$ cat src/hdl/aesMixPkg.sv
`default_nettype none

package aesMixPkg;

  // ====================================================================
  // sizes
  // ====================================================================
  localparam int stateWidth  = 128;
  localparam int columnWidth = 32;
  localparam int numColumns  = 4;
  localparam int colIdxWidth = $clog2(numColumns);  // column counter width

  // ====================================================================
  // types
  // ====================================================================
  typedef enum logic {
    mixForward,  // MixColumns, then key
    mixInverse   // key, then InvMixColumns
  } mixDir_t;

  typedef enum logic [1:0] {
    seqIdle,
    seqColumns,
    seqFinish
  } seqState_t;

  typedef struct packed {
    mixDir_t                dir;
    logic [stateWidth-1:0]  state;     // column 0 in the top bits
    logic [stateWidth-1:0]  roundKey;
  } mixRequest_t;

  // ====================================================================
  // GF(2^8) helpers
  // ====================================================================

  // multiply by 2 modulo x^8 + x^4 + x^3 + x + 1
  function automatic logic [7:0] xtime(input logic [7:0] b);
    logic [7:0] shifted;
    shifted = {b[6:0], 1'b0};
    return b[7] ? (shifted ^ 8'h1b) : shifted;  // fold the carry back in
  endfunction

endpackage

`default_nettype wire

$ cat src/hdl/mixColumnHelper.sv
`timescale 1ns/1ps
`default_nettype none

module mixColumnHelper (
  input  wire logic [aesMixPkg::columnWidth-1:0] column,
  input  wire aesMixPkg::mixDir_t                dir,
  output logic [aesMixPkg::columnWidth-1:0]      mixed
);

  logic [0:aesMixPkg::numColumns-1][7:0] colBytes;  // byte 0 = bits 31:24
  logic [0:aesMixPkg::numColumns-1][7:0] fwdBytes;
  logic [0:aesMixPkg::numColumns-1][7:0] invBytes;

  function automatic logic [7:0] mul3(input logic [7:0] b);
    return aesMixPkg::xtime(b) ^ b;
  endfunction

  // x8 built once, the inverse coefficients share it
  function automatic logic [7:0] mulInv(input logic [7:0] b, input logic [3:0] coeff);
    logic [7:0] x2;
    logic [7:0] x4;
    logic [7:0] x8;
    x2 = aesMixPkg::xtime(b);
    x4 = aesMixPkg::xtime(x2);
    x8 = aesMixPkg::xtime(x4);
    return x8 ^ (coeff[2] ? x4 : 8'h00) ^ (coeff[1] ? x2 : 8'h00) ^ (coeff[0] ? b : 8'h00);
  endfunction

  assign colBytes = column;

  always_comb begin
    for (int i = 0; i < aesMixPkg::numColumns; i++) begin
      fwdBytes[i] = aesMixPkg::xtime(colBytes[i])
                  ^ mul3(colBytes[(i + 1) % aesMixPkg::numColumns])
                  ^ colBytes[(i + 2) % aesMixPkg::numColumns]
                  ^ colBytes[(i + 3) % aesMixPkg::numColumns];  // 02 03 01 01
      invBytes[i] = mulInv(colBytes[i], 4'he)
                  ^ mulInv(colBytes[(i + 1) % aesMixPkg::numColumns], 4'hb)
                  ^ mulInv(colBytes[(i + 2) % aesMixPkg::numColumns], 4'hd)
                  ^ mulInv(colBytes[(i + 3) % aesMixPkg::numColumns], 4'h9);  // 0e 0b 0d 09
    end
  end

  assign mixed = (dir == aesMixPkg::mixInverse) ? invBytes : fwdBytes;

endmodule

`default_nettype wire

$ cat src/hdl/columnSequencer.sv
`timescale 1ns/1ps
`default_nettype none

module columnSequencer (
  input  wire logic                              clk,
  input  wire logic                              reset,
  input  wire logic                              start,
  input  wire aesMixPkg::mixRequest_t            request,
  input  wire logic [aesMixPkg::columnWidth-1:0] mixed,
  output logic [aesMixPkg::columnWidth-1:0]      column,
  output aesMixPkg::mixDir_t                     dir,
  output logic                                   busy,
  output logic                                   done,
  output logic [aesMixPkg::stateWidth-1:0]       result
);

  aesMixPkg::seqState_t                     state;
  logic [aesMixPkg::colIdxWidth-1:0]        colIdx;
  logic                                     accept;
  logic                                     lastCol;
  logic [0:aesMixPkg::numColumns-1][aesMixPkg::columnWidth-1:0] workState;
  logic [0:aesMixPkg::numColumns-1][aesMixPkg::columnWidth-1:0] mixedState;
  logic [aesMixPkg::stateWidth-1:0]         keyReg;
  logic [aesMixPkg::stateWidth-1:0]         finalState;

  assign busy    = (state == aesMixPkg::seqColumns);
  assign done    = (state == aesMixPkg::seqFinish);
  assign accept  = start && !busy;  // starts while busy are dropped
  assign lastCol = (colIdx == aesMixPkg::colIdxWidth'(aesMixPkg::numColumns - 1));

  assign column = workState[colIdx];

  // ====================================================================
  // result of the last column
  // ====================================================================
  always_comb begin
    mixedState = workState;
    mixedState[aesMixPkg::numColumns-1] = mixed;
    if (dir == aesMixPkg::mixForward) begin
      finalState = mixedState ^ keyReg;  // key goes after the mix
    end else begin
      finalState = mixedState;
    end
  end

  // ====================================================================
  // control
  // ====================================================================
  always_ff @(posedge clk) begin
    if (reset) begin
      state  <= aesMixPkg::seqIdle;
      colIdx <= '0;
      result <= '0;
    end else begin
      case (state)
        aesMixPkg::seqIdle, aesMixPkg::seqFinish: begin
          if (accept) begin
            state  <= aesMixPkg::seqColumns;
            colIdx <= '0;
          end else begin
            state <= aesMixPkg::seqIdle;
          end
        end
        aesMixPkg::seqColumns: begin
          colIdx <= colIdx + 1'b1;  // wraps back to 0 after column 3
          if (lastCol) begin
            state  <= aesMixPkg::seqFinish;
            result <= finalState;
          end
        end
        default: state <= aesMixPkg::seqIdle;
      endcase
    end
  end

  // working state, key and direction
  always_ff @(posedge clk) begin
    if (accept) begin
      dir    <= request.dir;
      keyReg <= request.roundKey;
      if (request.dir == aesMixPkg::mixInverse) begin
        workState <= request.state ^ request.roundKey;  // inverse adds key first
      end else begin
        workState <= request.state;
      end
    end else if (busy) begin
      workState[colIdx] <= mixed;
    end
  end

  // ====================================================================
  // checks
  // ====================================================================
  doneSinglePulse: assert property (@(posedge clk) disable iff (reset)
    done |=> !done)
    else $error("done held for more than one cycle");

  idleQuiet: assert property (@(posedge clk) disable iff (reset)
    (state == aesMixPkg::seqIdle && !start) |=> !(busy || done))
    else $error("busy or done raised without an accepted start");

  columnsStartAtZero: assert property (@(posedge clk) disable iff (reset)
    (state == aesMixPkg::seqColumns && $past(state) != aesMixPkg::seqColumns)
      |-> (colIdx == '0))
    else $error("column walk did not start at column 0");

endmodule

`default_nettype wire

$ cat src/hdl/mixRound.sv
`timescale 1ns/1ps
`default_nettype none

module mixRound (
  input  wire logic                        clk,
  input  wire logic                        reset,
  input  wire logic                        start,
  input  wire aesMixPkg::mixRequest_t      request,
  output logic                             busy,
  output logic                             done,
  output logic [aesMixPkg::stateWidth-1:0] result
);

  logic [aesMixPkg::columnWidth-1:0] column;  // sequencer to mixer
  logic [aesMixPkg::columnWidth-1:0] mixed;   // mixer back, same cycle
  aesMixPkg::mixDir_t                dir;

  columnSequencer i_columnSequencer (
    .clk     (clk),
    .reset   (reset),
    .start   (start),
    .request (request),
    .mixed   (mixed),
    .column  (column),
    .dir     (dir),
    .busy    (busy),
    .done    (done),
    .result  (result)
  );

  // one shared mixer, used once per column
  mixColumnHelper i_mixColumnHelper (
    .column (column),
    .dir    (dir),
    .mixed  (mixed)
  );

endmodule

`default_nettype wire

$ cat config.mk
export PLATFORM = sky130hd
export DESIGN_NAME = mixRound
export DESIGN_NICKNAME = d
export VERILOG_FILES = /design/src/hdl/aesMixPkg.sv /design/src/hdl/mixColumnHelper.sv /design/src/hdl/columnSequencer.sv /design/src/hdl/mixRound.sv
export SDC_FILE = /design/constraint.sdc
export NUM_CORES = 1
export LEC_CHECK = 0
export BUFFER_PORTS_ARGS = -buffer_cell sky130_fd_sc_hd__buf_4
export CORE_UTILIZATION = 23
export DETAILED_ROUTE_END_ITERATION = 10
export GPL_ROUTABILITY_DRIVEN = 0
export GPL_TIMING_DRIVEN = 1
export PLACE_DENSITY_LB_ADDON = 0.2
export SLEW_MARGIN = 5
export SYNTH_ARGS = -nofsm -noshare
export SYNTH_HDL_FRONTEND = slang
export SYNTH_SLANG_ARGS = --single-unit
$ cat constraint.sdc
create_clock -name clk -period 13.7 [get_ports clk]
set_clock_uncertainty 0.15 [all_clocks]
set_input_delay 2.74 -clock clk [delete_from_list [all_inputs] [get_ports clk]]
set_output_delay 2.74 -clock clk [all_outputs]
set_load 0.05 [all_outputs]
==> impl_results.md <==
- Outcome: completed
- Net count after synthesis: roughly 2.1k
- Startpoint Class: primary input
- Netlist cell types: 59
- Vias in the first global route: 15.91k
- Avg Inst Size Synth: 11.50 um2
- Reg2reg path depth: 9
- Vias: 15.82k
- Die area: between 90000 and 100000 um2
- WL/cell: between 20 and 30 um
- Ratio of cells with drive above 1 in the final layout: between 20 and 25%
- Syn-to-layout area delta: 25.67%
- Synth Area in Compound Gates: under 10%
- Initial antenna violation count: 5
- Post-route setup TNS: 0 ps
- Global-route wire length before repair: 122.3 mm
- GRT overflow: 0
- Top FF cell, synth: edfxtp_1
- Simple-gate share of the synthesized area: about a tenth
- Initial core utilization: 23.20%
- 1st-pass router iterations: 5
- WS Path Type: in2reg
- Critical-path maximum fanout: 97
- Async S/R FF share, synth: 0%
- Detailed Place HPWL: 67.78 mm
- Post-synth top area share: 35.63%
- Worst r2r src: i_columnSequencer.colIdx[1]
- Setup violations, final: 0
- Max cap viols: 0
- FF+latch count, synth: 389
- FF-to-FF End: i_columnSequencer.workState[14]
- CTS tree: yes
- Largest net degree at the start of global routing: 117
- # port buffers: 389
- Area contributors post-synth: edfxtp_1, dfxtp_1, xnor2_1
- DIE HEIGHT: about 310 um
- Post-cts sizing count: 0
- Largest family of logic cells by synthesized area: XOR/XNOR gates
- Hold Vio Cnt, Final: 0
- Clock sinks: a little under 400
- Setup Buffers After CTS: 0
- Vias per inst: around 4.5
- Reg2Reg Setup Slack: 8420 ps
- Ports: slightly below 400
- Synth Area in Adders: less than 1%
- Drc violations: 0
- WHS Endpoint: i_columnSequencer.result[11]
- CTS Buffer Depth: 3
- XOR/XNOR share of the synthesized area: 24.83%
- Slew headroom: 13.06%
- Fillers: 9797
- WHS Path Cells: 2
- Final-stage net count: 2471
- Die extent in x: 308.9 um
- Fin crit period: 5733 ps
- H-tree Lvls: 2
- Worst-Margin Slew: 1295 ps
- Multiplexer share of the synthesized area: 4.356%
- Clk_lat worst skew: 600 ps
- Clk pin slew, worst setup/hold paths: 60 ps
- Period utilisation layout: 41.85%
- Crit end category: register
- Post-synth EDFFs: 257
- Syn Inst Count: 1884
- Sequential fraction of the synthesis area: 47.84%
- DRT antenna net count: 0
- First DRT Iteration DRCs: 1154
- Gr usage total: between 15 and 20%
- Synth area leader: edfxtp_1
- Synthesis warning total: 0
- CTS Root Cell: clkbuf_16
- Post-Synthesis Cell Area: 21660 um2
- Total CTS buffers: 45
- Achievable Freq: 174.4 MHz
- Cts hold-fix bufs: 0
- Core Box Area: 93330 um2
- RSZ-0062 raised after global routing: no
- Hold WC Path Type: reg2reg
- Crit path DAT: 6030 ps
- Worst Min Path Start: i_columnSequencer.result[11]
- Crit path required time: 14000 ps
- Max-slew violation count: 0
- # rows: approximately 110
- DRT Wirelength: 88.58 mm
per-stage QoR:
| step | hold slack, ps | setup slack (ps) | util, % | instances | cell area [um2] |
|---|---|---|---|---|---|
| after floorplan | 367.0 | 6319 | - | 1884 | 21660 |
| after global placement | 292.7 | 7471 | 27.55 | 3414 | 25710 |
| after detailed placement | 297.4 | 7451 | 27.55 | 3414 | 25710 |
| after CTS | 309.3 | 8068 | 29.16 | 3495 | 27210 |
| after global routing | 327.6 | 7791 | 29.16 | 3496 | 27220 |
| final | 312.4 | 7967 | 29.16 | 3496 | 27220 |
worst max-delay path: stages:
cell,delay [ps]
buf_4,130
nand2_4,420
buf_4,960
nand2_1,1000
nor4b_1,540
a21oi_1,90
nand3_1,110
layout make-up:
type                            count  area [um2]  area share (%)
Sequential cell                   389       10360           38.07
Multi-Input combinational cell   1351       10660           39.15
Tap cell                         1254        1569           5.765
Antenna cell                        1       2.502        0.009194
Clock inverter                     21       244.0          0.8964
Inverter                           10       42.54          0.1563
Clock buffer                       60        1262           4.638
Timing Repair Buffer              410        3078           11.31
state kept, by name (all words and copies together) (netlist names):
signal,count
i_columnSequencer.result,128
i_columnSequencer.colIdx,2
i_columnSequencer.keyReg,128
i_columnSequencer.state,2
i_columnSequencer.dir,1
i_columnSequencer.workState,32
i_columnSequencer.mixedState,96
cells in the final DEF (no fill, tap or decap), types with 11 or more instances in the layout:
master / instances
mux2i_1: 17
nand2_1: 178
xor2_1: 177
edfxtp_1: 257
xnor3_1: 37
nor2b_1: 97
mux4_2: 24
o22ai_1: 101
clkbuf_16: 45
nor2_1: 159
a21oi_1: 31
xnor2_2: 11
dfxtp_1: 130
buf_4: 410
a211oi_1: 106
xnor2_1: 264
nand3_1: 15
kinds of logic (layout without fill, tap and decap cells):
family                     after synthesis  after routing
adders and majority gates                4              4
and+or+nand+nor                        488            488
xor gates and xnor gates               509            509
muxes                                   50             50
DFF                                    389            389
buffers and inverters                  144            501
other                                    0              1
AOI/OAI and AO/OA                      300            300
synth_stat cells, types with 9 or more instances:
master	instances
dfxtp_1	132
mux4_2	24
mux2i_1	17
o22ai_1	101
buf_2	13
clkbuf_1	100
nand3_1	15
nor2b_1	97
nor3_1	9
inv_1	9
nand2_1	180
nor2_1	160
xor2_1	177
edfxtp_1	257
o21ai_0	13
a21oi_1	31
a211oi_1	106
xor3_1	9
xnor2_1	264
xnor3_1	37
xnor2_2	11
metal layers:
metal  share of wire (%)  global-route usage (%)
met1                  42                   23.33
met5               0.043                       0
met2                  50                   31.30
met4                 2.4                   4.881
met3                 5.9                   3.261
how the worst max path moves through the flow:
stage           from                           endpoint  slack (ps)  cells after the start
4_1_cts        start     i_columnSequencer.workState[4]        8070                      7
3_3_place_gp   start     i_columnSequencer.workState[4]        7470                      7
2_1_floorplan  start  i_columnSequencer.mixedState[116]        6320                      4
5_1_grt        start     i_columnSequencer.workState[4]        7790                      7
6_report       start     i_columnSequencer.workState[4]        7970                      7
3_5_place_dp   start     i_columnSequencer.workState[4]        7450                      7
Power is left out: the tool's default activity adds up to more than one toggle a clock period on the data nets, which glitch-free logic cannot reach.
